$ cat config.mk
export PLATFORM = sky130hd
export DESIGN_NAME = uart_tx_slave
export DESIGN_NICKNAME = d
export VERILOG_FILES = /design/src/bus_pkg.sv /design/src/map_pkg.sv /design/src/uart_tx_slave.sv
export SDC_FILE = /design/constraint.sdc
export NUM_CORES = 1
export LEC_CHECK = 0
export BUFFER_PORTS_ARGS = -buffer_cell sky130_fd_sc_hd__buf_2
export CELL_PAD_IN_SITES_DETAIL_PLACEMENT = 0
export CELL_PAD_IN_SITES_GLOBAL_PLACEMENT = 1
export CORE_ASPECT_RATIO = 1.4
export CORE_MARGIN = 4
export CORE_UTILIZATION = 28
export CTS_BUF_LIST = sky130_fd_sc_hd__clkbuf_4 sky130_fd_sc_hd__clkbuf_8 sky130_fd_sc_hd__clkbuf_16
export DETAILED_ROUTE_END_ITERATION = 12
export PLACE_DENSITY = 0.9
export SLEW_MARGIN = 30
export SYNTH_ARGS = -nofsm -noshare
export SYNTH_HDL_FRONTEND = slang
export SYNTH_SLANG_ARGS = --single-unit
export TNS_END_PERCENT = 100
$ cat constraint.sdc
create_clock -name clk -period 5.07 [get_ports clk]
set_input_delay 0.2535 -clock clk [delete_from_list [all_inputs] [get_ports clk]]
set_output_delay 0.2535 -clock clk [all_outputs]
set_load 0.005 [all_outputs]
$ cat src/bus_pkg.sv
package bus_pkg;

  // One master or slave request. A zero wstrb marks a read.
  typedef struct packed {
    logic        valid;
    logic        instr;
    logic [31:0] addr;
    logic [31:0] wdata;
    logic [3:0]  wstrb;
  } bus_req_t;

  typedef struct packed {
    logic [31:0] rdata;
    logic        ready;
  } bus_rsp_t;

  // Target of an access. sel_none covers every unmapped address.
  typedef enum logic [2:0] {
    sel_iram  = 3'd0,
    sel_dram  = 3'd1,
    sel_uart  = 3'd2,
    sel_timer = 3'd3,
    sel_none  = 3'd4
  } slave_sel_t;

endpackage

$ cat src/map_pkg.sv
package map_pkg;

  // Each base is aligned to the size of its region.
  localparam logic [31:0] IRAM_BASE  = 32'h0000_0000;
  localparam logic [31:0] DRAM_BASE  = 32'h0001_0000;
  localparam logic [31:0] UART_BASE  = 32'h0010_0000;
  localparam logic [31:0] TIMER_BASE = 32'h0020_0000;

  localparam logic [31:0] IRAM_SIZE  = 32'h0001_0000;
  localparam logic [31:0] DRAM_SIZE  = 32'h0001_0000;
  localparam logic [31:0] UART_SIZE  = 32'h0000_1000;
  localparam logic [31:0] TIMER_SIZE = 32'h0000_1000;

  // Register offsets inside the timer region.
  localparam logic [31:0] TIMER_COUNT_OFS = 32'h0000_0000;
  localparam logic [31:0] TIMER_CMP_OFS   = 32'h0000_0004;

  // Register offsets inside the UART region.
  localparam logic [31:0] UART_DATA_OFS = 32'h0000_0000;
  localparam logic [31:0] UART_STAT_OFS = 32'h0000_0004;

endpackage

$ cat src/uart_tx_slave.sv
`timescale 1ns/1ps

module uart_tx_slave import bus_pkg::*; import map_pkg::*; #(
  parameter int CLKS_PER_BIT = 8
) (
  input  logic     clk,
  input  logic     rst,
  input  bus_req_t req_i,
  output bus_rsp_t rsp_o,
  output logic     tx_o
);

  localparam int CNT_W = $clog2(CLKS_PER_BIT + 1);

  logic [8:0]       shift_q;
  logic [3:0]       bit_cnt;
  logic [CNT_W-1:0] clk_cnt;
  logic             busy_q;
  logic             tx_q;
  logic             ready_q;
  logic [31:0]      rdata_q;
  logic             data_wr;
  logic             accept;

  // A data write waits while a frame is on the line.
  assign data_wr = (req_i.wstrb != 4'b0000) && (req_i.addr == UART_DATA_OFS);
  assign accept  = req_i.valid && !ready_q && !(data_wr && busy_q);

  always_ff @(posedge clk) begin
    if (!rst) begin
      busy_q  <= 1'b0;
      tx_q    <= 1'b1;
      ready_q <= 1'b0;
      bit_cnt <= '0;
      clk_cnt <= '0;
    end else begin
      ready_q <= accept;
      if (accept && data_wr) begin
        busy_q  <= 1'b1;
        tx_q    <= 1'b0;
        bit_cnt <= 4'd9;
        clk_cnt <= '0;
      end else if (busy_q) begin
        if (clk_cnt == CNT_W'(CLKS_PER_BIT - 1)) begin
          clk_cnt <= '0;
          if (bit_cnt == 4'd0) begin
            busy_q <= 1'b0;
          end else begin
            tx_q    <= shift_q[0];
            bit_cnt <= bit_cnt - 4'd1;
          end
        end else begin
          clk_cnt <= clk_cnt + CNT_W'(1);
        end
      end
    end
  end

  // The stop bit sits above the data byte and fills in as the byte shifts out.
  always_ff @(posedge clk) begin
    if (accept && data_wr) begin
      shift_q <= {1'b1, req_i.wdata[7:0]};
    end else if (busy_q && clk_cnt == CNT_W'(CLKS_PER_BIT - 1) && bit_cnt != 4'd0) begin
      shift_q <= {1'b1, shift_q[8:1]};
    end
    if (accept) begin
      rdata_q <= (req_i.addr == UART_STAT_OFS) ? {31'b0, busy_q} : '0;
    end
  end

  assign rsp_o.rdata = rdata_q;
  assign rsp_o.ready = ready_q;
  assign tx_o        = tx_q;

endmodule

After elaboration in Yosys (flattened, before gate mapping)
Index checks and enable logic that the tools add are counted. W data, S select, Z words.

Bitwise operators: 2. Add/subtract/negate cells: 2. Mux-type cells: 15. Reduce and logical (&&, ||, !) cells: 19. Eq/ne operators: 3.

Operators by type and width (count): $eq A32 B3 Y1 const B (1); $logic_not A32 Y1 (1); $mux W4 (5); $mux W8 (2); $mux W1 (8); $reduce_bool A4 Y1 (2); $logic_and A1 B1 Y1 (7); $reduce_and A3 Y1 (2); $reduce_bool A2 Y1 (3); $add A4 B1 Y4 const B (1); $eq A4 B3 Y1 const B (1); $logic_not A4 Y1 (1); $sub A4 B1 Y4 const B (1); $logic_not A1 Y1 (2); $ne A2 B2 Y1 const B (1); $not A1 Y1 (2); $reduce_or A2 Y1 (1).

Logic and storage cells: 50. Register bits after elaboration: 51. Output and inout bits: 34. Input bits: 72.

Depth between registers and ports, before layout
Depth in word-level cells: 8. Mapped depth: 6.

Worst setup path after synthesis
OpenSTA, ideal clock, no wires.

Kind: register to register. Start: register ready_q. End: register shift_q[0], enable pin. Stages on the path, launching flop included: 6. Slack: 3.093 ns. Path buffers: 1. Data arrival time: 1.667 ns. Path through: dfxtp_1 -> nand2b_4 -> or4_4 -> nor4_4 -> buf_6 -> or2_2.

Longest elaborated chain between the ends: 5.

Ends and longest elaborated chain: from (decl) (line uart_tx_slave.sv:20) `logic ready_q;`; from (signal assigned) (line uart_tx_slave.sv:37) `ready_q <= accept;`; $logic_not A1 Y1 (line uart_tx_slave.sv:27) `assign accept = req_i.valid && !ready_q && !(data_wr && busy_q);`; $logic_and A1 B1 Y1 (2 in series) (line uart_tx_slave.sv:27); $logic_and A1 B1 Y1 (line uart_tx_slave.sv:61) `if (accept && data_wr) begin`; $reduce_bool A2 Y1 (no source line); to (signal assigned) (line uart_tx_slave.sv:62) `shift_q <= {1'b1, req_i.wdata[7:0]};`; to (signal assigned) (line uart_tx_slave.sv:64) `shift_q <= {1'b1, shift_q[8:1]};`; to (decl) (line uart_tx_slave.sv:15) `logic [8:0] shift_q;`.

No other way between the ends. A chain may end at the register's enable or synchronous reset.

Worst setup path in the final report
Start: register busy_q. End: register shift_q[6] (data pin).

Longest elaborated chain between the ends: 5.

Ends and longest elaborated chain: from (decl) (line uart_tx_slave.sv:18) `logic busy_q;`; from (signal assigned) (line uart_tx_slave.sv:31) `busy_q <= 1'b0;`; from (signal assigned) (line uart_tx_slave.sv:39) `busy_q <= 1'b1;`; from (signal assigned) (line uart_tx_slave.sv:47) `busy_q <= 1'b0;`; $logic_and A1 B1 Y1 (line uart_tx_slave.sv:27); $logic_not A1 Y1 (line uart_tx_slave.sv:27); $logic_and A1 B1 Y1 (line uart_tx_slave.sv:27); $logic_and A1 B1 Y1 (line uart_tx_slave.sv:61); $mux W8 (line uart_tx_slave.sv:61).

No other way between the ends.

==> results.tsv <==
metric	value	unit
status	completed	
share_seq_of_total_power	55.7	%
die_h	86.98	µm
mappedNetlistArea	1247	µm²
synth_top_cell_by_area	sky130_fd_sc_hd__edfxtp_1	
die_width	64.41	µm
max_slew.worst_pin.slew	0.6050	ns
initial_core_util	29.19	%
power_report.internal_total	0.2374	mW
fillerInstances	469	
postSynth.asyncResetShare	0	%
static_leakage	0.6616	nW
tritoncts_num_sinks	20	
synth.top_cell.area_share	21.66	%
placement_rows	28	
timing.max_cap.violations	0	
port-buffer-count	49	
yosys_register_bits	20	
critical_path_class	reg2reg	
crit_path_start_kind	flip-flop	
grt.overflow.total	0	
synthCells	122	
clock_tree_from_tritoncts	yes	
post_synth_main_area_contributors	sky130_fd_sc_hd__edfxtp_1, sky130_fd_sc_hd__buf_4, sky130_fd_sc_hd__dfxtp_1, sky130_fd_sc_hd__mux2_2, sky130_fd_sc_hd__nor4_1	
core_region_area	4274	µm²
cts.root.buffer_cell	sky130_fd_sc_hd__clkbuf_8	
synthesis.yosys.warnings	0	
p_switching	0.06434	mW
routed-via-count	979	
post-cts-setup-buffers	0	
ir_drop	0.00008537	V
drt_via_density	4.220	
final_layout_size_suffix_gt1_share	38.37	%
timing.critical_path.fanout_max	11	
antenna_cells	0	
fin_nets	247	
synthToLayoutAreaGrowth	18.36	%
ctsHtreeMaxLevel	1	
placed_cells_incl_taps	227	
route.antenna.remaining_nets	0	
synth_flop_cell	sky130_fd_sc_hd__dfxtp_1	
path_clk_slew	0.07	ns
timing.final.crit_period	2.375	ns
postCtsHoldBufs	0	
finalWeightedCongestion	0.7253	
grt_use_total	8.910	%
first_pass_iters	4	
final_setup_violation_count	0	
synth.cells.most_frequent	sky130_fd_sc_hd__buf_4, sky130_fd_sc_hd__dfxtp_1, sky130_fd_sc_hd__nor4_1	
setup_slack	2.695	ns
detail_route.wl_per_cell	10.94	µm
count_of_final_hold_check_violations	0	
die_area	5602	µm²
post_route_fraction_of_the_period_consumed_by_the_critical_path	46.85	%
synth_edf_count	9	
number_of_global_route_vias_before_repair	944	
hpwl	2.114	mm
worst_hold_path_type	in2reg	
drv_slew	0	
syn-mean-instance-area	10.22	µm²
initial_antenna_violation_count	0	
power.density	204.4	nW/µm²
pin_count	106	
achievable_freq	0.4210	GHz
switching_share	21.32	%
combinational_share_of_power	10.2	%
grt_setup_unrepaired	false	
ff_latch_area	490.5	µm²
dpl_worst_slack	2.593	ns
post_synth_num_cell_types	34	
power.total	0.3017	mW
power_frac_clock	34.1	%
area_of_the_multi_input_gates	598.1	µm²
post_cts_resize_count	0	
tritoncts.num_buffers	3	
synth.most_common_cell	sky130_fd_sc_hd__buf_4	
critPathArrivalTime	2.38	ns
clock_path_buffers	2	
post_detailed_routing_wire_length	2.537	mm
fin_worst_skew	0.001516	ns
grt_first_pass_wirelength	3.926	mm
drt_drc_violations_left	0	
critPathRequiredTime	5.07	ns
grt_start_max_net_pins	19	
fin_setup_tns	0	ns
worst_skew_pair.late_latency	0.25	ns
synth-seq-area-share	39.32	%
dr.first_iter.drc_count	31	
layoutNonFillerInstCount	232	
critical_path_capture_point_type	flip-flop	
slew_headroom	59.36	%
cell families (layout without fill, tap and decap cells):
kind of cell / after synthesis / in the layout / synth area share, %
AO/OA/AOI/OAI: 8 / 8 / 4.815
flip-flops: 20 / 20 / 39.32
XOR/XNOR: 4 / 4 / 2.809
other: 1 / 31 / 0.3006
adder cells (fa/ha/maj): 2 / 2 / 2.006
buffers and inverters: 38 / 58 / 21.76
multiplexers: 9 / 9 / 8.024
AND/OR/NAND/NOR: 40 / 40 / 20.96
critical path, cell delays in order, from the launching register on:
cell and delay, ns:
sky130_fd_sc_hd__dfxtp_1 0.42, sky130_fd_sc_hd__or4_4 0.60, sky130_fd_sc_hd__nor4_4 0.47, sky130_fd_sc_hd__buf_4 0.28
sky130_fd_sc_hd__mux2_2 0.35
registers in the layout, indices dropped and copies added, names as in the netlist:
name,cells
bit_cnt,4
busy_q,1
ready_q,1
tx_o,1
clk_cnt,4
shift_q,8
rdata_q,1
cell type report:
| type | count | area share [%] |
|---|---|---|
| clock buffer | 3 | 2.797 |
| clock inverter | 1 | 0.2542 |
| inverter | 4 | 1.017 |
| multi-input combinational | 94 | 40.51 |
| sequential | 20 | 33.22 |
| tap | 60 | 5.085 |
| timing repair buffer | 50 | 17.12 |
through the flow:
step / area [µm²] / hold slack [ns] / util [%]
2_1_floorplan: 1360 / 0.3448 / -
3_3_place_gp: 1424 / 0.4641 / 33.31
3_5_place_dp: 1424 / 0.4747 / 33.31
4_1_cts: 1469 / 0.2448 / 34.37
5_1_grt: 1476 / 0.2735 / 34.54
6_report: 1476 / 0.2450 / 34.54
layer usage:
layer  global-route usage [%]  share of wire, %  wire length, µm  up-vias
met4                    5.769               2.7               69        0
met1                    9.968                38              956      433
met3                   0.7752                12              296        4
met2                    15.98                48             1215       62
met5                        0                 0                0        -
li1                         -                 -                -      480
path summary, 6_finish.rpt:
path | start | to | slack [ns] | depth (start not counted)
worst min-delay path | rst | tx_o$_SDFFE_PN1P_ | 0.24 | 2
worst max register to register | busy_q$_SDFF_PN0_ | shift_q[6]$_DFFE_PP_ | 2.69 | 4
worst max-delay path | busy_q$_SDFF_PN0_ | shift_q[6]$_DFFE_PP_ | 2.69 | 4
worst min register to register | shift_q[0]$_DFFE_PP_ | tx_o$_SDFFE_PN1P_ | 0.48 | 2
layout by cell type, fill, tap and decap left out, drive strengths merged:
| cell type | n |
|---|---|
| buf | 50 |
| conb | 31 |
| dfxtp | 11 |
| nor4 | 11 |
| edfxtp | 9 |
| mux2 | 8 |
| nor2 | 6 |
| nor3 | 5 |
| nand2 | 4 |
| inv | 4 |
| o21a | 3 |
| clkbuf | 3 |
| nand4 | 2 |
| nand4b | 2 |
| xor2 | 2 |
| and4b | 2 |
| xnor2 | 2 |
| ha | 2 |
| nand3 | 1 |
| nand2b | 1 |
| a31oi | 1 |
| or4 | 1 |
| nor3b | 1 |
| or2 | 1 |
| a21oi | 1 |
| and2 | 1 |
| o311ai | 1 |
| a311oi | 1 |
| or3b | 1 |
| and3 | 1 |
| mux2i | 1 |
| a2111oi | 1 |
| clkinv | 1 |
power groups by stage:
| stage | registers, mW | logic [mW] | clock network (mW) |
|---|---|---|---|
| floorplan | 0.172 | 0.0285 | 0 |
| global placement | 0.172 | 0.0302 | 0 |
| detailed placement | 0.172 | 0.0306 | 0 |
| CTS | 0.168 | 0.0307 | 0.106 |
| global route | 0.168 | 0.0350 | 0.110 |
| finish | 0.168 | 0.0309 | 0.103 |
Note: power is estimated with default switching activity, not from simulation.
