[src/bus_pkg.sv]
package bus_pkg;

  // One master or slave request. A zero wstrb marks a read.
  typedef struct packed {
    logic        valid;
    logic        instr;
    logic [31:0] addr;
    logic [31:0] wdata;
    logic [3:0]  wstrb;
  } bus_req_t;

  typedef struct packed {
    logic [31:0] rdata;
    logic        ready;
  } bus_rsp_t;

  // Target of an access. sel_none covers every unmapped address.
  typedef enum logic [2:0] {
    sel_iram  = 3'd0,
    sel_dram  = 3'd1,
    sel_uart  = 3'd2,
    sel_timer = 3'd3,
    sel_none  = 3'd4
  } slave_sel_t;

endpackage

[src/map_pkg.sv]
package map_pkg;

  // Each base is aligned to the size of its region.
  localparam logic [31:0] IRAM_BASE  = 32'h0000_0000;
  localparam logic [31:0] DRAM_BASE  = 32'h0001_0000;
  localparam logic [31:0] UART_BASE  = 32'h0010_0000;
  localparam logic [31:0] TIMER_BASE = 32'h0020_0000;

  localparam logic [31:0] IRAM_SIZE  = 32'h0001_0000;
  localparam logic [31:0] DRAM_SIZE  = 32'h0001_0000;
  localparam logic [31:0] UART_SIZE  = 32'h0000_1000;
  localparam logic [31:0] TIMER_SIZE = 32'h0000_1000;

  // Register offsets inside the timer region.
  localparam logic [31:0] TIMER_COUNT_OFS = 32'h0000_0000;
  localparam logic [31:0] TIMER_CMP_OFS   = 32'h0000_0004;

  // Register offsets inside the UART region.
  localparam logic [31:0] UART_DATA_OFS = 32'h0000_0000;
  localparam logic [31:0] UART_STAT_OFS = 32'h0000_0004;

endpackage

[src/bus_switch.sv]
`timescale 1ns/1ps

module bus_switch import bus_pkg::*; import map_pkg::*; (
  input  logic     clk,
  input  logic     rst,
  input  bus_req_t imem_req_i,
  input  bus_req_t dmem_req_i,
  output bus_rsp_t imem_rsp_o,
  output bus_rsp_t dmem_rsp_o,
  output bus_req_t iram_req_o,
  output bus_req_t dram_req_o,
  output bus_req_t uart_req_o,
  output bus_req_t timer_req_o,
  input  bus_rsp_t iram_rsp_i,
  input  bus_rsp_t dram_rsp_i,
  input  bus_rsp_t uart_rsp_i,
  input  bus_rsp_t timer_rsp_i
);

  slave_sel_t imem_sel;
  slave_sel_t dmem_sel;
  slave_sel_t imem_pend;
  slave_sel_t dmem_pend;
  slave_sel_t imem_claim;
  slave_sel_t dmem_claim;
  logic       imem_busy;
  logic       dmem_busy;
  logic       imem_start;
  logic       dmem_start;

  function automatic slave_sel_t decode(logic [31:0] addr);
    if ((addr & ~(IRAM_SIZE - 1)) == IRAM_BASE) return sel_iram;
    if ((addr & ~(DRAM_SIZE - 1)) == DRAM_BASE) return sel_dram;
    if ((addr & ~(UART_SIZE - 1)) == UART_BASE) return sel_uart;
    if ((addr & ~(TIMER_SIZE - 1)) == TIMER_BASE) return sel_timer;
    return sel_none;
  endfunction

  // The data port wins a slave it claims, and the region base is cleared from the address.
  function automatic bus_req_t pick(slave_sel_t tgt, logic [31:0] size,
                                    slave_sel_t d_claim, slave_sel_t i_claim,
                                    bus_req_t d_req, bus_req_t i_req);
    bus_req_t r;
    r = '0;
    if (d_claim == tgt) begin
      r = d_req;
    end else if (i_claim == tgt) begin
      r = i_req;
    end
    r.addr = r.addr & (size - 1);
    return r;
  endfunction

  // A pending access to an unmapped address is answered here with zero data.
  function automatic bus_rsp_t select_rsp(logic busy, slave_sel_t pend,
                                          bus_rsp_t iram, bus_rsp_t dram,
                                          bus_rsp_t uart, bus_rsp_t timer);
    bus_rsp_t r;
    r = '0;
    if (busy) begin
      case (pend)
        sel_iram:  r = iram;
        sel_dram:  r = dram;
        sel_uart:  r = uart;
        sel_timer: r = timer;
        default:   r.ready = 1'b1;
      endcase
    end
    return r;
  endfunction

  assign imem_sel = decode(imem_req_i.addr);
  assign dmem_sel = decode(dmem_req_i.addr);

  // A new request may not take a slave that the other master still has pending.
  assign dmem_start = dmem_req_i.valid && !dmem_busy &&
                      !(imem_busy && imem_pend == dmem_sel && dmem_sel != sel_none);
  assign imem_start = imem_req_i.valid && !imem_busy && !(imem_sel != sel_none &&
                      (dmem_busy ? dmem_pend == imem_sel
                                 : dmem_req_i.valid && dmem_sel == imem_sel));

  assign dmem_claim = dmem_busy ? dmem_pend : (dmem_start ? dmem_sel : sel_none);
  assign imem_claim = imem_busy ? imem_pend : (imem_start ? imem_sel : sel_none);

  assign iram_req_o  = pick(sel_iram, IRAM_SIZE, dmem_claim, imem_claim,
                            dmem_req_i, imem_req_i);
  assign dram_req_o  = pick(sel_dram, DRAM_SIZE, dmem_claim, imem_claim,
                            dmem_req_i, imem_req_i);
  assign uart_req_o  = pick(sel_uart, UART_SIZE, dmem_claim, imem_claim,
                            dmem_req_i, imem_req_i);
  assign timer_req_o = pick(sel_timer, TIMER_SIZE, dmem_claim, imem_claim,
                            dmem_req_i, imem_req_i);

  assign imem_rsp_o = select_rsp(imem_busy, imem_pend, iram_rsp_i, dram_rsp_i,
                                 uart_rsp_i, timer_rsp_i);
  assign dmem_rsp_o = select_rsp(dmem_busy, dmem_pend, iram_rsp_i, dram_rsp_i,
                                 uart_rsp_i, timer_rsp_i);

  always_ff @(posedge clk) begin
    if (!rst) begin
      imem_busy <= 1'b0;
      imem_pend <= sel_none;
      dmem_busy <= 1'b0;
      dmem_pend <= sel_none;
    end else begin
      if (imem_busy) begin
        if (imem_rsp_o.ready) begin
          imem_busy <= 1'b0;
          imem_pend <= sel_none;
        end
      end else if (imem_start) begin
        imem_busy <= 1'b1;
        imem_pend <= imem_sel;
      end
      if (dmem_busy) begin
        if (dmem_rsp_o.ready) begin
          dmem_busy <= 1'b0;
          dmem_pend <= sel_none;
        end
      end else if (dmem_start) begin
        dmem_busy <= 1'b1;
        dmem_pend <= dmem_sel;
      end
    end
  end

endmodule

[config.mk]
export PLATFORM = sky130hd
export DESIGN_NAME = bus_switch
export DESIGN_NICKNAME = d
export VERILOG_FILES = /design/src/bus_pkg.sv /design/src/map_pkg.sv /design/src/bus_switch.sv
export SDC_FILE = /design/constraint.sdc
export NUM_CORES = 1
export LEC_CHECK = 0
export ABC_CLOCK_PERIOD_IN_PS = 6100
export BUFFER_PORTS_ARGS = -buffer_cell sky130_fd_sc_hd__clkbuf_2
export CORE_AREA = 2 2 244 246
export DETAILED_ROUTE_END_ITERATION = 7
export DIE_AREA = 0 0 246 248
export PLACE_DENSITY_LB_ADDON = 0.3
export SLEW_MARGIN = 20
export SYNTH_ARGS = -nofsm -noshare
export SYNTH_HDL_FRONTEND = slang
export SYNTH_SLANG_ARGS = --single-unit
[constraint.sdc]
create_clock -name clk -period 6.1 [get_ports clk]
set_input_delay 1.22 -clock clk [delete_from_list [all_inputs] [get_ports clk]]
set_output_delay 1.22 -clock clk [all_outputs]
set_load 0.01 [all_outputs]
Word-level counts from Yosys, hierarchy flattened. Index checks and enable logic that the tools add are counted.

Add/subtract/negate cells: 0. $mul: 0. Divide/modulo/power cells: 0. Order comparisons: 0. Eq/ne operators: 25. Shifts and indexed selects: 0. Multiplexer cells: 67. Bitwise operators: 0. Reductions and logical operators: 22.

Operators by type and width (number): $mux 70 (8); $pmux 32 s4 (2); $mux 3 (26); $mux 33 (2); $logic_not 32->1 (2); $eq 20x10->1 const B (2); $eq 20x9->1 const B (2); $eq 16x1->1 const B (2); $mux 1 (27); $eq 3x2->1 const B (8); $eq 3x1->1 const B (4); $logic_not 3->1 (4); $eq 3x3->1 (3); $logic_and 1x1->1 (8); $pmux 1 s4 (2); $ne 3x3->1 const B (2); $logic_not 1->1 (4); $ne 2x2->1 const B (2); $reduce_and 2->1 (2); $reduce_bool 2->1 (2).

Bits in registers: 8. Bits in latches: 0. RAM bits: 0. Memory bits (read-only): 0. Bits of input ports: 274. Output and inout port bits: 346. Logic and storage cells: 118. Memories kept: 0.

Longest topological paths before layout.
Word-level depth: 23. Mapped depth: 10. Mapped depth without buffers: 7.

Least setup slack after synthesis. OpenSTA, ideal clock, no wires.

Path type: input port to output port. Start point: in imem_req_i[48] (netlist bit). End point: out iram_req_o[43] (netlist bit). Arrival time: 3547 ps. Required time: 4880 ps. Setup slack: 1333 ps. Stages on the path: 9. Path buffers: 2. Cell sequence: or4_1 -> or3_1 -> nor4_1 -> o2111a_2 -> nor4_4 -> o21bai_1 -> buf_2 -> buf_4 -> o32ai_1.

RTL lines: start, declared (line bus_switch.sv:6) `input bus_req_t imem_req_i,`; end, declared (line bus_switch.sv:10) `output bus_req_t iram_req_o,`.

==> flow_summary.ini <==
[cts]
clock_latency_ns = 0.23
clock_path_buffers = 2
htree_levels = 1
cts_tree = done
post_cts_resized = 0
postCtsSetupBuffers = 0
ctsHoldBuffers = 0
clk_pin_slew_worst_paths_ns = 0.04
cts_buffers = 3
clock_sinks = 8
cts-root-buf = clkbuf_16

[timing]
fin_skew_ns = 0.00150
tightest_slew_ns = 1.14
fmax_mhz = 171
setup_viol = 0
period_needed_ns = 5.84
report.final.hold_viol_count = 0
maxSlewViolCount = 0
fin_ws_ns = 0.259
fin_setup_tns_ns = 0
period_share_pct = 95.7
rsz0062_at_grt = no
max-slew-margin-rel_pct = 23.4

[yosys]
synth_cell_types = 67
ys_seq_area_share_pct = 2.43
synth_area_sq_um = 6600
syn_inst = 917
synth.avg_cell_area_sq_um = 7.20
synth_edf_count = 0
ys_warn_count = 0
synth-seq-cells = 8
async_reset_ff_share_pct = 0
synth-main-ff-cell = dfxtp_1

[final_layout]
fillers = 6737
n_antenna_cell = 0
final_layout_size_suffix_gt1_share_pct = 48.7
area_growth_pct = 56.3
final_nets = 1688
post-route-util_pct = 17.7

[worst_setup_path]
path_class = in -> out
critPathTopFamily = compound AO/OA/AOI/OAI gates
cp.depth = 11
crit_chain = clkbuf_2, nor4_2, nand4_1, buf_4, or2_1, a211oi_1, a221o_1, o22ai_4, buf_12, o32ai_1, clkbuf_2
reg2reg_depth = 7
crit_fanout = 48
cp-start-kind = input pin
crit_slowest_cell = o32ai_1
worst_ep_arrival_time_ns = 4.62
cp_data_required_time_ns = 4.88
critical_path.endpoint_type = output pin
critical_path.most_common_cell = clkbuf_2
critPathBufInv = 4
max_stage_delay_ns = 0.66

[global_route]
antenna_found_initial = 1
grt_pass1_wl_mm = 63.0
global_route.overflow_total = 0
grt.total_usage_pct = 13.6
grt_pass1_vias = 9639
grt_max_degree = 57

[placement]
gp_congestion = 0.890
port_buffers = 547
post-place-ws_ns = 0.247
dp_hpwl_mm = 36.6

[detailed_routing]
ant_nets = 0
wl_mm = 46.3
drc = 0
drt_iter0_drc = 845
vias_per_cell = 4.74
post_drt_wl_per_cell_um = 21.2
vias = 10364
dr.pass1.iters = 6

[min_path]
holdPathStages = 2
hold_class = reg -> reg

[die]
rows = 89
die-area_sq_um = 61000
io_pins = 620
core_area_sq_um = 58500
die_w_um = 246
initial_core_util_pct = 11.3
fp.dieH_um = 248

[pwr]
switching_power_uw = 193
post-layout-total-power_uw = 435
combPwrFrac_pct = 62.2
seqPwrFrac_pct = 13.2
p_int_uw = 242
cellLeakagePower_uw = 0.00448
cellPowerDensity_nw_per_um2 = 42.2
clkPwrFrac_pct = 24.7
swShare_pct = 44.4
ir_drop_v = 0.0000683

[flow_run]
cap_viol_max_count = 0

[outcome]
status = complete, no violations
-- stage by stage --
step,instance area [sq um],hold WS (ns),cells
after global placement,10200,0.614,2182
after detailed placement,10200,0.622,2182
final,10300,0.621,2185
after CTS,10300,0.622,2185
after floorplan,6870,0.583,988
after global routing,10300,0.682,2185
-- placed cells by master (no fill, tap or decap), types with 4 or more instances in the layout --
master | synthesis | routed
a21oi_1 | 73 | 73
a22oi_1 | 129 | 129
a32o_1 | 51 | 51
buf_12 | 0 | 14
buf_4 | 81 | 45
clkbuf_2 | 0 | 547
conb_1 | 1 | 72
dfxtp_1 | 8 | 8
inv_1 | 113 | 113
nand2_1 | 13 | 12
nand2b_1 | 7 | 5
nand3_1 | 4 | 4
nand4_1 | 5 | 5
nor2_1 | 16 | 14
nor2b_1 | 7 | 7
nor3_1 | 12 | 9
nor3_2 | 3 | 6
nor3b_2 | 0 | 4
nor4_1 | 4 | 4
o211ai_1 | 51 | 51
o21ai_0 | 8 | 8
o22ai_1 | 5 | 5
o2bb2ai_1 | 50 | 50
o32ai_1 | 64 | 64
o32ai_2 | 40 | 40
or3_1 | 5 | 5
-- power by group through the flow --
stage | registers [uW] | logic, uW | clock network (uW)
2_1_floorplan | 55.7 | 134 | 0
3_3_place_gp | 58.0 | 265 | 0
3_5_place_dp | 57.9 | 268 | 0
4_1_cts | 57.1 | 269 | 110
5_1_grt | 57.4 | 295 | 114
6_report | 57.3 | 271 | 107
-- kinds of logic after synthesis --
kind of cell               synth area share (%)
AOI/OAI and AO/OA                          63.8
xor gates and xnor gates                  0.531
adders and majority gates                 0.303
DFF                                        2.43
other                                    0.0568
buffers and inverters                      22.3
muxes                                     0.682
and+or+nand+nor                            9.89
-- final timing paths --
kind,end,startpoint,slack (ns)
setup / recovery,dram_req_o[50],dmem_req_i[67],0.26
hold reg to reg,dmem_pend[0]$_SDFFE_PN0P_,dmem_pend[0]$_SDFFE_PN0P_,0.62
setup reg to reg,imem_busy$_SDFF_PN0_,dmem_busy$_SDFF_PN0_,3.89
hold / removal,dmem_pend[0]$_SDFFE_PN0P_,dmem_pend[0]$_SDFFE_PN0P_,0.62
-- synth_stat cells, drive strengths merged, types with 8 or more instances --
cell / count / area [sq um]
a21oi: 73 / 365
o211ai: 51 / 383
a32o: 51 / 510
o2bb2ai: 50 / 438
o21ai: 11 / 58.8
nand2: 14 / 55.1
buf: 124 / 818
o32ai: 104 / 1210
a22oi: 129 / 968
inv: 113 / 424
clkbuf: 61 / 229
dfxtp: 8 / 160
nor2: 16 / 60.1
nor4: 9 / 105
nor3: 15 / 90.1
-- per-layer routing --
layer  track usage, %  share of wire [%]  up-vias
li1                 -                  -     4551
met4             3.98                2.7        2
met2             24.7                 50      670
met3             2.32                7.8       78
met1             16.3                 39     5063
met5                0              0.035        -
-- worst reg2reg max path, cell delays in order (launching register included) --
cell      delay, ns
dfxtp_1        0.46
nor2b_1        0.23
nand2_1        0.10
or3_1          0.35
a211oi_2       0.43
or2_2          0.22
a21oi_1        0.10
o21a_1         0.21
-- sequential cells by signal, indices dropped and copies added, names as in the netlist --
signal	flops
dmem_pend	3
imem_pend	3
dmem_busy	1
imem_busy	1
-- cell type report --
| cell class | instances | area [sq um] | area share, % |
|---|---|---|---|
| tap | 773 | 967 | 9.37 |
| clock buffer | 3 | 75.1 | 0.728 |
| inverter | 113 | 424 | 4.11 |
| timing repair buffer | 606 | 3360 | 32.5 |
| multi-input combinational | 682 | 5340 | 51.7 |
| sequential | 8 | 160 | 1.55 |
Power figures use the tool's default switching activity.
