## src/bus_pkg.sv

```systemverilog
package bus_pkg;

  // One master or slave request. A zero wstrb marks a read.
  typedef struct packed {
    logic        valid;
    logic        instr;
    logic [31:0] addr;
    logic [31:0] wdata;
    logic [3:0]  wstrb;
  } bus_req_t;

  typedef struct packed {
    logic [31:0] rdata;
    logic        ready;
  } bus_rsp_t;

  // Target of an access. sel_none covers every unmapped address.
  typedef enum logic [2:0] {
    sel_iram  = 3'd0,
    sel_dram  = 3'd1,
    sel_uart  = 3'd2,
    sel_timer = 3'd3,
    sel_none  = 3'd4
  } slave_sel_t;

endpackage

```

## src/map_pkg.sv

```systemverilog
package map_pkg;

  // Each base is aligned to the size of its region.
  localparam logic [31:0] IRAM_BASE  = 32'h0000_0000;
  localparam logic [31:0] DRAM_BASE  = 32'h0001_0000;
  localparam logic [31:0] UART_BASE  = 32'h0010_0000;
  localparam logic [31:0] TIMER_BASE = 32'h0020_0000;

  localparam logic [31:0] IRAM_SIZE  = 32'h0001_0000;
  localparam logic [31:0] DRAM_SIZE  = 32'h0001_0000;
  localparam logic [31:0] UART_SIZE  = 32'h0000_1000;
  localparam logic [31:0] TIMER_SIZE = 32'h0000_1000;

  // Register offsets inside the timer region.
  localparam logic [31:0] TIMER_COUNT_OFS = 32'h0000_0000;
  localparam logic [31:0] TIMER_CMP_OFS   = 32'h0000_0004;

  // Register offsets inside the UART region.
  localparam logic [31:0] UART_DATA_OFS = 32'h0000_0000;
  localparam logic [31:0] UART_STAT_OFS = 32'h0000_0004;

endpackage

```

## src/timer_slave.sv

```systemverilog
`timescale 1ns/1ps

module timer_slave import bus_pkg::*; import map_pkg::*; (
  input  logic     clk,
  input  logic     rst,
  input  bus_req_t req_i,
  output bus_rsp_t rsp_o,
  output logic     irq_o
);

  logic [31:0] count_q;
  logic [31:0] count_d;
  logic [31:0] cmp_q;
  logic [31:0] cmp_d;
  logic [31:0] rdata_q;
  logic        ready_q;
  logic        irq_q;
  logic        accept;
  logic        wr;

  assign accept = req_i.valid && !ready_q;
  assign wr     = accept && (req_i.wstrb != 4'b0000);

  always_comb begin
    count_d = count_q + 32'd1;
    cmp_d   = cmp_q;
    if (wr && req_i.addr == TIMER_COUNT_OFS) begin
      count_d = req_i.wdata;
    end
    if (wr && req_i.addr == TIMER_CMP_OFS) begin
      cmp_d = req_i.wdata;
    end
  end

  // The interrupt follows the new values, so a compare write takes effect at once.
  always_ff @(posedge clk) begin
    if (!rst) begin
      count_q <= '0;
      cmp_q   <= '1;
      irq_q   <= 1'b0;
      ready_q <= 1'b0;
    end else begin
      count_q <= count_d;
      cmp_q   <= cmp_d;
      irq_q   <= (count_d >= cmp_d);
      ready_q <= accept;
    end
  end

  always_ff @(posedge clk) begin
    if (accept) begin
      case (req_i.addr)
        TIMER_COUNT_OFS: rdata_q <= count_q;
        TIMER_CMP_OFS:   rdata_q <= cmp_q;
        default:         rdata_q <= '0;
      endcase
    end
  end

  assign rsp_o.rdata = rdata_q;
  assign rsp_o.ready = ready_q;
  assign irq_o       = irq_q;

endmodule

```

## config.mk

```make
export PLATFORM = sky130hd
export DESIGN_NAME = timer_slave
export DESIGN_NICKNAME = d
export VERILOG_FILES = /design/src/bus_pkg.sv /design/src/map_pkg.sv /design/src/timer_slave.sv
export SDC_FILE = /design/constraint.sdc
export NUM_CORES = 1
export LEC_CHECK = 0
export BUFFER_PORTS_ARGS = -buffer_cell sky130_fd_sc_hd__buf_2
export CAP_MARGIN = 15
export CORE_MARGIN = 8
export CORE_UTILIZATION = 50
export DETAILED_ROUTE_END_ITERATION = 8
export GPL_TIMING_DRIVEN = 0
export PLACE_DENSITY = 0.71
export SLEW_MARGIN = 20
export SYNTH_ARGS = -nofsm -noshare
export SYNTH_HDL_FRONTEND = slang
export SYNTH_SLANG_ARGS = --single-unit
```

## constraint.sdc

```tcl
create_clock -name clk -period 10 [get_ports clk]
set_input_delay 0.5 -clock clk [delete_from_list [all_inputs] [get_ports clk]]
set_output_delay 0.5 -clock clk [all_outputs]
set_load 0.1 [all_outputs]
```

Word level (Yosys, flattened, before mapping):

Index checks and enable logic that the tools add are counted.

* add/sub/neg operators: 1
* $lt $le $gt $ge: 1
* equality and inequality tests: 1
* mux-type cells: 3
* reductions and logical operators: 7

Operators by type and width (count)
* $mux 32: 2
* $pmux 32 s2: 1
* $add 32x1->32 const B: 1
* $eq 32x3->1 const B: 1
* $ge 32x32->1: 1
* $logic_not 32->1: 1
* $logic_and 1x1->1: 4
* $reduce_bool 4->1: 1
* $logic_not 1->1: 1

* bits in registers: 98
* input bits: 72
* output and inout port bits: 34
* logic and storage cells: 18

Logic depth before layout (Yosys ltp):

Gate-level depths: netlist of run 1.

* depth after elaboration: 6
* mapped depth: 13
* gate-level depth less buffers: 12

Least setup slack after synthesis of run 1:

No wires, ideal clock.

* kind: in2reg
* start point: in req_i[69] (netlist name)
* end point: reg irq_q, in the netlist irq_o
* library setup time: 121 ps
* arrival: 4561 ps
* required time: 9879 ps
* slack: 5319 ps
* stages: 12
* path buffers: 2
* cells stage by stage: nor2b_1 > nand4_2 > or4_1 > buf_4 > buf_2 > o21a_1 > ha_1 > and4_1 > a31o_2 > a221o_1 > a21oi_1 > o31ai_1

* longest elaborated chain between the ends: 5
* elaborated cells on any way between the ends: 7

RTL lines
* start, declared: line timer_slave.sv:6 `input bus_req_t req_i,`
* $logic_and 1x1->1: line timer_slave.sv:21 `assign accept = req_i.valid && !ready_q;`
* $logic_and 1x1->1: line timer_slave.sv:22 `assign wr = accept && (req_i.wstrb != 4'b0000);`
* $logic_and 1x1->1: line timer_slave.sv:27 `if (wr && req_i.addr == TIMER_COUNT_OFS) begin`
* $mux 32: line timer_slave.sv:27
* net count_d[9]: line timer_slave.sv:12 `logic [31:0] count_d;`
* $ge 32x32->1: line timer_slave.sv:45 `irq_q <= (count_d >= cmp_d);`
* end signal, assigned: line timer_slave.sv:45
* end, declared: line timer_slave.sv:17 `logic irq_q;`

The timed path passes the listed nets, and every way through them passes these cells.
A chain may end at the register's enable or synchronous reset.

Final worst setup path of run 1:

* start point: reg ready_q
* end point: reg irq_q, in the netlist irq_o

* longest elaborated chain between the ends: 6
* elaborated cells on any way between the ends: 8

RTL lines
* start, declared: line timer_slave.sv:16 `logic ready_q;`
* start signal, assigned: line timer_slave.sv:46 `ready_q <= accept;`
* $logic_not 1->1 *: line timer_slave.sv:21
* $logic_and 1x1->1 *: line timer_slave.sv:21
* net accept: line timer_slave.sv:18 `logic accept;`
* $logic_and 1x1->1 *: line timer_slave.sv:22
* $logic_and 1x1->1 (on tied branches): line timer_slave.sv:27, timer_slave.sv:30
* $mux 32 (on tied branches): line timer_slave.sv:27, timer_slave.sv:30
* $ge 32x32->1 *: line timer_slave.sv:45

Mark *: on every way through the listed nets, which the timed path passes. The rest lies on a longest branch.

==> results of run 1 <==
## registers in the layout (all words and copies together), names as in the netlist
register	flops
cmp_q	32
rdata_q	32
irq_o	1
count_q	32
ready_q	1
## logic make-up (layout without fill, tap and decap cells)
logic type	Yosys count	after routing	share of synthesized area (%)
XOR/XNOR	27	27	4.36
AO/OA/AOI/OAI	105	105	15.8
adder cells (fa/ha/maj)	33	33	7.61
AND/OR/NAND/NOR	180	180	19.9
buffers and inverters	34	155	3.51
flip-flops	98	98	42.1
multiplexers	36	36	6.76
## final cells by class
| cell class | count | area [um^2] | share of cell area (%) |
|---|---|---|---|
| multi-input cells | 381 | 2960 | 46.6 |
| repair buffers | 105 | 548 | 8.63 |
| plain buffers | 30 | 175 | 2.76 |
| clock buffers | 9 | 124 | 1.95 |
| flip-flops and latches | 98 | 2280 | 35.9 |
| inverters | 4 | 15.0 | 0.236 |
| well taps | 140 | 175 | 2.76 |
| clock inverters | 7 | 70.1 | 1.10 |
## metrics by stage
step	instance area [um^2]	hold WS [ns]
after detailed placement	6150	0.492
final	6350	0.380
after global placement	6120	0.480
after global routing	6350	0.380
after floorplan	5420	0.469
after CTS	6350	0.381
## routing by layer
metal / global-route usage (%) / part of all wire [%] / vias up
li1: - / - / 2166
met2: 32.8 / 46 / 132
met4: 10.2 / 3.3 / 0
met3: 5.12 / 6.4 / 37
met5: 0 / 0 / -
met1: 25.8 / 44 / 2139
## worst max-delay path, stage by stage, from the launching register on
cell and delay, ns:
sky130_fd_sc_hd__dfxtp_1 0.34, sky130_fd_sc_hd__nor2b_4 0.44, sky130_fd_sc_hd__buf_16 0.23, sky130_fd_sc_hd__nand4_2 0.20, sky130_fd_sc_hd__or4_1 0.46, sky130_fd_sc_hd__buf_4 0.20, sky130_fd_sc_hd__buf_2 0.22, sky130_fd_sc_hd__o21ai_0 0.19
sky130_fd_sc_hd__ha_1 0.24, sky130_fd_sc_hd__nand2b_1 0.14, sky130_fd_sc_hd__a2111oi_0 0.51, sky130_fd_sc_hd__o21ai_0 0.27, sky130_fd_sc_hd__a21oi_1 0.30, sky130_fd_sc_hd__o31ai_1 0.15
## final timing paths
kind	slack (ns)	startpoint	endpoint
max	5.97	ready_q	irq_o
min	0.38	req_i[10]	count_q[6]
max reg2reg	5.97	ready_q	irq_o
min reg2reg	0.52	cmp_q[3]	cmp_q[3]
## synth_stat cells, types with 2 or more instances
cell	number
sky130_fd_sc_hd__dfxtp_1	66
sky130_fd_sc_hd__nand2_1	49
sky130_fd_sc_hd__ha_1	33
sky130_fd_sc_hd__a22o_1	32
sky130_fd_sc_hd__edfxtp_1	32
sky130_fd_sc_hd__mux2i_1	31
sky130_fd_sc_hd__a21oi_1	24
sky130_fd_sc_hd__nor2_1	24
sky130_fd_sc_hd__clkbuf_1	15
sky130_fd_sc_hd__nand3_1	15
sky130_fd_sc_hd__xor2_1	15
sky130_fd_sc_hd__a211oi_2	13
sky130_fd_sc_hd__nand4_1	12
sky130_fd_sc_hd__xnor2_1	12
sky130_fd_sc_hd__nor2_2	11
sky130_fd_sc_hd__nor3_1	11
sky130_fd_sc_hd__and4_1	10
sky130_fd_sc_hd__nand2_2	9
sky130_fd_sc_hd__nor4_1	9
sky130_fd_sc_hd__o211a_1	9
sky130_fd_sc_hd__o21a_1	9
sky130_fd_sc_hd__and2_1	5
sky130_fd_sc_hd__buf_4	5
sky130_fd_sc_hd__buf_6	5
sky130_fd_sc_hd__mux2_2	5
sky130_fd_sc_hd__nor4_2	5
sky130_fd_sc_hd__nor4_4	5
sky130_fd_sc_hd__o21ai_0	5
sky130_fd_sc_hd__and3_1	4
sky130_fd_sc_hd__buf_2	4
sky130_fd_sc_hd__inv_1	4
sky130_fd_sc_hd__a221oi_1	2
sky130_fd_sc_hd__or4_1	2
## layout by cell type (no fill, tap or decap), drive strengths merged, types with 2 or more instances in the layout
cell type,Yosys,layout
nor4,19,19
clkinv,0,3
xor2,15,15
dfxtp,66,66
o211a,9,9
mux2i,31,31
and4,10,10
buf,14,119
or4,3,3
a221oi,2,2
xnor2,12,12
ha,33,33
and2,6,6
nor2,35,35
mux2,5,5
edfxtp,32,32
nand3,16,16
and3,4,4
a211oi,14,14
nand2,58,58
o21ai,5,5
nand4,14,14
a22o,32,32
o21a,9,9
clkinvlp,0,3
a21oi,24,24
clkbuf,16,25
nor3,11,11
inv,4,4
## power by group through the flow
stage                     combinational, uW  sequential [uW]  clock, uW
after floorplan                        15.6              469          0
after global placement                 84.9              428          0
after detailed placement               88.1              428          0
after CTS                              88.1              419        260
after global routing                   92.2              420        274
final                                  87.8              419        256
==> run summary, run 1 <==
After clock tree synthesis, the flow added hold-fix buffers numbering 0. The relative max-transition margin was 43.0%. The tools report the H-tree level count as 3.

Detailed placement finished with a half-perimeter wire length of 11100 um. The number of setup buffers added after CTS came out at 0. For the pin with the worst max-slew slack, the measured transition is 0.848 ns.

The count of antenna-violating nets left after detailed routing is 0. Counting every sink on the clock net gives 98. The layout overhead on the synthesized area was 17.0%; the path depth of the worst reg2reg path was 13. Counting flops with a built-in enable in the synthesized netlist gives 32. The tools report the cell leakage power as 0.00266 uW. The initial antenna violation count was 0; the area of the core was 0.0107 mm^2. Data on the critical path is required at its endpoint by 10.26 ns.

Total of buffers placed on input and output ports: 104. The worst hold path passes through 2 cells. The floorplan step set the die width to 120 um.

The first-pass iteration count of the detailed router came out at 5. The critical path is of the register to register type. Derived from the worst setup path, the maximum achievable clock frequency is 0.248 GHz. The synthesized area is 0.00542 mm^2. The vertical die dimension works out to 120 um. The capturing element type of the critical path was a register. The count of boundary I/O pins came out at 106.

sky130_fd_sc_hd__dfxtp_1 takes more of the synthesized area than any other cell. After synthesis, flip-flops and latches occupy 42.1% of the total area. The final RePlAce weighted congestion came out at 0.895.

At the later pin of the worst-skew pair, clock insertion delay measures 0.39 ns. The tools report the sum of routed wire length over all layers as 14600 um. The worst path uses 40.3% of the clock period.

For the final database, setup skew stands at 0.0126 ns. In this run, synthesis produced a sequential element count of 98. TritonCTS built the clock tree. Once placement completed, the tool counted placed cells totaling 758.

The count of final setup violators came out at 0. Entering global routing, the biggest net connects 22 pins. The clock transition at the registers of the reported paths works out to 0.10 ns.

Adding up every negative setup slack in the final design gives 0 ns. During synthesis, Yosys emitted a total of 0 warnings. Cells with a size suffix above 1 make up 29.8% of the layout. In this run the worst path has a maximum fanout of 21.

The logs give 54.9% for the part of the power in registers and 0 for the total of max-cap violations. Fill cells in the final layout number 943. The tools report the number of non-filler instances in the completed layout as 774. The clock network fraction of total power is 33.5%. The total power density per cell area is 120 mW/mm^2, and the worst-case clock buffer depth is 2. The worst setup margin was 5.97 ns. After the first detailed-routing iteration, the DRC count stood at 180. The number of nets in the final layout was 734; the peak supply drop was 0.0000852 V.

Among all flip-flop cells after synthesis, the most frequent one is sky130_fd_sc_hd__dfxtp_1. The total number of vias is 4474, and the placement-stage worst setup slack is 5.70 ns. Setup repair after global routing left no endpoint under its margin. Using the TritonRoute via totals, the vias-per-cell ratio works out to 5.78. Switching power total: 211 uW. The internal power of the cells totals 552 uW. Number of hold-slack violations in the final timing report: 0. The run finished with clean final reports.

The smallest clock period supported by the final layout is computed as 4.03 ns. The data arrival time of the worst path is 4.29 ns, and the share of flip-flops with an asynchronous set or reset after synthesis is 0%. The tree is rooted in a sky130_fd_sc_hd__clkbuf_8. The worst hold path class is primary input to register.

For the final antenna diode count, the log shows 0. The completed layout was analyzed and its total power is 763 uW. Counting distinct cell types in the post-synthesis netlist gives 54. The number of gates given a new drive strength after cts was 0; the proportion of total power due to net switching was 27.7%. The share of the synthesized area in the top cell type is 24.4%, and the overall overflow remaining after global route is 0. The total DRC errors in the routed layout was 0.

The average routed wire per standard cell is 18.8 um, and the post-synthesis net count is 618. Combinational logic burns 11.5% of the power. Sorting the synthesized cells by area gives the leading types as sky130_fd_sc_hd__dfxtp_1, sky130_fd_sc_hd__edfxtp_1, sky130_fd_sc_hd__ha_1. The area of the die was 0.0144 mm^2. The number of rows created at floorplan is 38, and the overall routing resource usage is 20.7%. The post-synthesis instance total was 513; the average cell area after synthesis was 10.6 um^2. Number of global-route vias before repair: 4618. The final cell utilization of the core was 59.3%. The wire length of the first global-routing pass is 23800 um, and the max-slew violation count is 0. Initial core utilization: 50.7%.

The number of buffers created by CTS was 9. STA classifies the critical path startpoint as a register.
Note: power is estimated with default switching activity, not from simulation.
==> run 2: changes to the inputs <==
--- a/config.mk
+++ b/config.mk
@@ -5,13 +5,14 @@
 export SDC_FILE = /design/constraint.sdc
 export NUM_CORES = 1
 export LEC_CHECK = 0
+export ABC_AREA = 1
 export BUFFER_PORTS_ARGS = -buffer_cell sky130_fd_sc_hd__buf_2
 export CAP_MARGIN = 15
 export CORE_MARGIN = 8
 export CORE_UTILIZATION = 50
 export DETAILED_ROUTE_END_ITERATION = 8
 export GPL_TIMING_DRIVEN = 0
-export PLACE_DENSITY = 0.71
+export PLACE_DENSITY = 0.73
 export SLEW_MARGIN = 20
 export SYNTH_ARGS = -nofsm -noshare
 export SYNTH_HDL_FRONTEND = slang
==> constraint.sdc (replaced) <==
create_clock -name clk -period 3.5 [get_ports clk]
set_input_delay 0.175 -clock clk [delete_from_list [all_inputs] [get_ports clk]]
set_output_delay 0.175 -clock clk [all_outputs]
set_load 0.1 [all_outputs]
==> run 2 against run 1 <==
Synthesized cell count increased by 67%. Core utilization decreased by 0.61 points. Combinational power increased to 3.1 times the previous value. Power increased to 3.2 times the previous value. Register-to-register slack got worse by 5.5 ns. Sequential share of layout area decreased by 3.1 points. Critical endpoint unchanged. Largest power group unchanged.
==> run summary, run 2 <==
The run finished with clean final reports. The average cell area after synthesis came out at 6.93 um^2 (-34%). The logs give 0 (unchanged) for the number of setup buffers added after CTS and 1180 (+25%) for the filler cell count in the final layout. The total negative slack for setup checks was 0 ns (unchanged); the synthesized-area fraction occupied by ao, oa, aoi and oai cells was 3.66% (-12 points). The simple-gate portion of the synthesized area was 42.1% (+22 points); the worst clock skew was 0.0118 ns (-0.000835 ns). The biggest fanout along the worst timing path came out at 10 (-52%).

Largest family of logic cells by synthesized area: simple AND/OR/NAND/NOR gates. The worst hold path class was primary input to register. From synthesis to final layout, the design area changed by 16.6%. For the number of distinct standard cells referenced by the synthesized netlist, the log shows 35 (-35%). The vertical die dimension was 125 um (+4.1%); the post-synthesis register bit count was 98 (unchanged).

The post-synthesis instance total is 859 (+67%), and the count of boundary I/O pins is 106 (unchanged). The first-pass iteration count of the detailed router came out at 5 (unchanged). STA classifies the critical path endpoint as a register. The library cell used most frequently in the layout, excluding fill and tap cells, is sky130_fd_sc_hd__nand2_1.

The final RePlAce weighted congestion is 0.979 (+9.3%). The run gives 0.000265 V (+210%) as the peak supply drop. The multiplexer share of the synthesized area came out at 0% (-6.8 points). In the post-synthesis netlist, the biggest area contributors are sky130_fd_sc_hd__dfxtp_1, sky130_fd_sc_hd__nand2_1, sky130_fd_sc_hd__edfxtp_1.

The adder-cell area share of the yosys netlist works out to 6.94% (-0.67 points). For the initial antenna violation count, the log shows 0 (unchanged). Placement-stage cell area: 0.00665 mm^2 (+8.1%). The count of flip-flops with a built-in enable after synthesis is 32 (unchanged), and the area of the core is 0.0118 mm^2 (+10%). The number of non-filler instances in the completed layout was 1125 (+45%). The portion of the post-synthesis area used by sequential elements was 38.4% (-3.7 points). The first-iteration detailed-routing DRC count came out at 518 (+190%). For the count of hold-fix buffers inserted at cts, the log shows 0 (unchanged). The routed via count divided by cell count came out at 5.30 (-8.2%). The cell with the most instances after synthesis was sky130_fd_sc_hd__nand2_1. The worst hold path begins at req_i[35]. For the instance count after placement with tap cells included, the log shows 1109 (+46%).

The run gives 0.0156 mm^2 (+8.4%) as the area of the die. The reg-to-reg startpoint is ready_q. The overall routing resource usage was 23.0% (+2.3 points); the number of global-route vias before repair was 5536 (+20%). In the synthesized netlist, the cells that appear most often are sky130_fd_sc_hd__nand2_1, sky130_fd_sc_hd__nand3_1, sky130_fd_sc_hd__nor2_1, sky130_fd_sc_hd__inv_1, sky130_fd_sc_hd__dfxtp_1.

Total of buffers placed on input and output ports: 103 (-0.96%). The transition time at the pin with the least slew margin was 0.791 ns (-0.0568 ns); the slack of the worst reg-to-reg path was 0.44 ns (-5.54 ns). The clock network latency to the later pin of the worst-skew pair was 0.36 ns (-0.03 ns). Class of the most critical setup path: register to register.

Setup repair after global routing left no endpoint under its margin. The sum of routed wire length over all layers was 18400 um (+26%). The final HPWL from detailed placement came out at 13900 um (+25%). The logs give 40 (+5.3%) for the number of rows created at floorplan and 1078 (+47%) for the number of nets in the final layout.

The max-slew violation count is 0 (unchanged). The maximum number of pins on one net before global-route repair was 33 (+50%); the average routed wire per standard cell was 16.3 um (-13%). Cell at the root of the clock tree: sky130_fd_sc_hd__clkbuf_16. The leading register cell type out of synthesis is sky130_fd_sc_hd__dfxtp_1. For the number of hold-slack violations in the final timing report, the log shows 0 (unchanged). Share of flip-flops with an asynchronous set or reset after synthesis: 0% (unchanged).

The tools report the count of final setup violators as 0 (unchanged). Share of the synthesized area in the top cell type: 22.2% (-2.2 points). The logs give 50.4% (-0.32 points) for the initial core utilization and 0 (unchanged) for the count of antenna-violating nets left after detailed routing.

Overall overflow remaining after global route: 0 (unchanged). The final period utilization is 87.6% (+47 points). The run gives 47.3% (+4.2 points) as the relative max-transition margin. The wire length of the first global-routing pass is 28400 um (+19%). For the final antenna diode count, the log shows 0 (unchanged). Synthesized area: 0.00595 mm^2 (+9.7%). Time the final worst path needs with I/O delays and setup: 3.06 ns (-0.963 ns). In this run the most used layer during global routing was met2. The logs give 3.34 ns (-0.95 ns) for the data arrival time of the worst path and 0.326 GHz (+31%) for the peak clock frequency supported by timing. The clock net sink count came out at 98 (unchanged). Cell leakage power: 0.00355 uW (+33%). The total power density per cell area was 355 mW/mm^2 (+200%). The fraction of final layout cells with drive strength greater than 1 was 14.8% (-15 points). The logs give 0 (unchanged) for the total DRC errors in the routed layout and 2 (unchanged) for the worst-case clock buffer depth. Met2 demand-to-capacity share in global routing: 38.9% (+6.1 points).

The tools report the required time at the endpoint of the critical path as 3.77 ns (-6.49 ns). The global-route met3 utilization came out at 4.16% (-0.95 points). The area share of xor/xnor cells in the synthesized design works out to 1.91% (-2.4 points).

The top cell types in the final layout, fill and taps aside, are sky130_fd_sc_hd__nand2_1, sky130_fd_sc_hd__buf_2, sky130_fd_sc_hd__nand3_1. Met1 track demand over resource: 28.8% (+3.0 points). The tools report the post-synthesis net count as 964 (+56%). The total number of vias was 5967 (+33%). The H-tree level count came out at 3 (unchanged).

The largest registers in the layout are cmp_q (32), count_q (32), rdata_q (32). The final cell utilization of the core is 58.7% (-0.61 points). The tools report the kind of launch point of the worst setup path as a register.

Horizontal extent of the die: 125 um (+4.1%). The total of max-cap violations came out at 0 (unchanged). The number of warnings printed during yosys synthesis was 0 (unchanged).

Critical path startpoint: ready_q. The number of buffers created by CTS was 9 (unchanged). The number of gates given a new drive strength after cts was 0 (unchanged). The largest total area in the synthesized netlist belongs to sky130_fd_sc_hd__dfxtp_1. The finished layout cell area is 0.00694 mm^2 (+9.3%). The clock transition at the registers of the reported paths is 0.07 ns (-0.03 ns). TritonCTS built the clock tree.
-- run 2: critical path: stages (launching register included) --
cell,delay [ns]
sky130_fd_sc_hd__dfxtp_1,0.31
sky130_fd_sc_hd__or2_1,0.29
sky130_fd_sc_hd__nor2_4,0.32
sky130_fd_sc_hd__clkbuf_1,0.54
sky130_fd_sc_hd__nand3_1,0.18
sky130_fd_sc_hd__and2_1,0.20
sky130_fd_sc_hd__ha_1,0.30
sky130_fd_sc_hd__nand2_1,0.08
sky130_fd_sc_hd__nor2_1,0.14
sky130_fd_sc_hd__nand4_1,0.09
sky130_fd_sc_hd__nand3_1,0.15
sky130_fd_sc_hd__nand2_1,0.07
sky130_fd_sc_hd__nand2_1,0.10
sky130_fd_sc_hd__nand2_1,0.06
sky130_fd_sc_hd__a21oi_1,0.15
-- run 2: power breakdown --
group | internal, uW | total [uW] | switching, uW
clock | 552 | 991 | 438
combinational | 55.1 | 268 | 213
sequential | 1190 | 1200 | 9.16
-- run 2: cell type report --
class | instances | area, um^2 | area share (%)
Inverter | 69 | 259 | 3.73
Sequential cell | 98 | 2280 | 32.9
Clock inverter | 5 | 55.1 | 0.794
Timing Repair Buffer | 103 | 515 | 7.43
Clock buffer | 11 | 233 | 3.35
Buffer | 32 | 158 | 2.27
Tap cell | 147 | 184 | 2.65
Multi-Input combinational cell | 660 | 3250 | 46.9
-- run 2: path summary, 6_finish.rpt --
| kind | to | cells past startpoint |
|---|---|---|
| setup / recovery | irq_o | 14 |
| hold reg to reg | cmp_q[28] | 2 |
| hold / removal | cmp_q[31] | 3 |
| setup reg to reg | irq_o | 14 |
-- run 2: cells by family (layout without fill, tap and decap cells) --
logic type | Yosys count | after routing
simple gates | 572 | 572
fa+ha+maj | 33 | 33
compound gates | 42 | 42
buf+inv | 101 | 220
flops | 98 | 98
xor+xnor | 13 | 13
-- run 2: metal layers --
layer	vias to the layer above	part of all wire [%]	wire length [um]
met5	-	0	0
met4	0	1.9	345
met3	22	6.3	1150
met2	187	48	8780
met1	2746	44	8090
li1	3012	-	-
-- run 2: metrics by stage --
stage               total power, uW  setup WS, ns  hold slack [ns]
floorplan                      1400          1.22            0.340
global placement               1490         0.515            0.451
detailed placement             1500         0.498            0.456
CTS                            2460         0.479           0.0896
global route                   2510         0.253            0.107
finish                         2460         0.435           0.0873
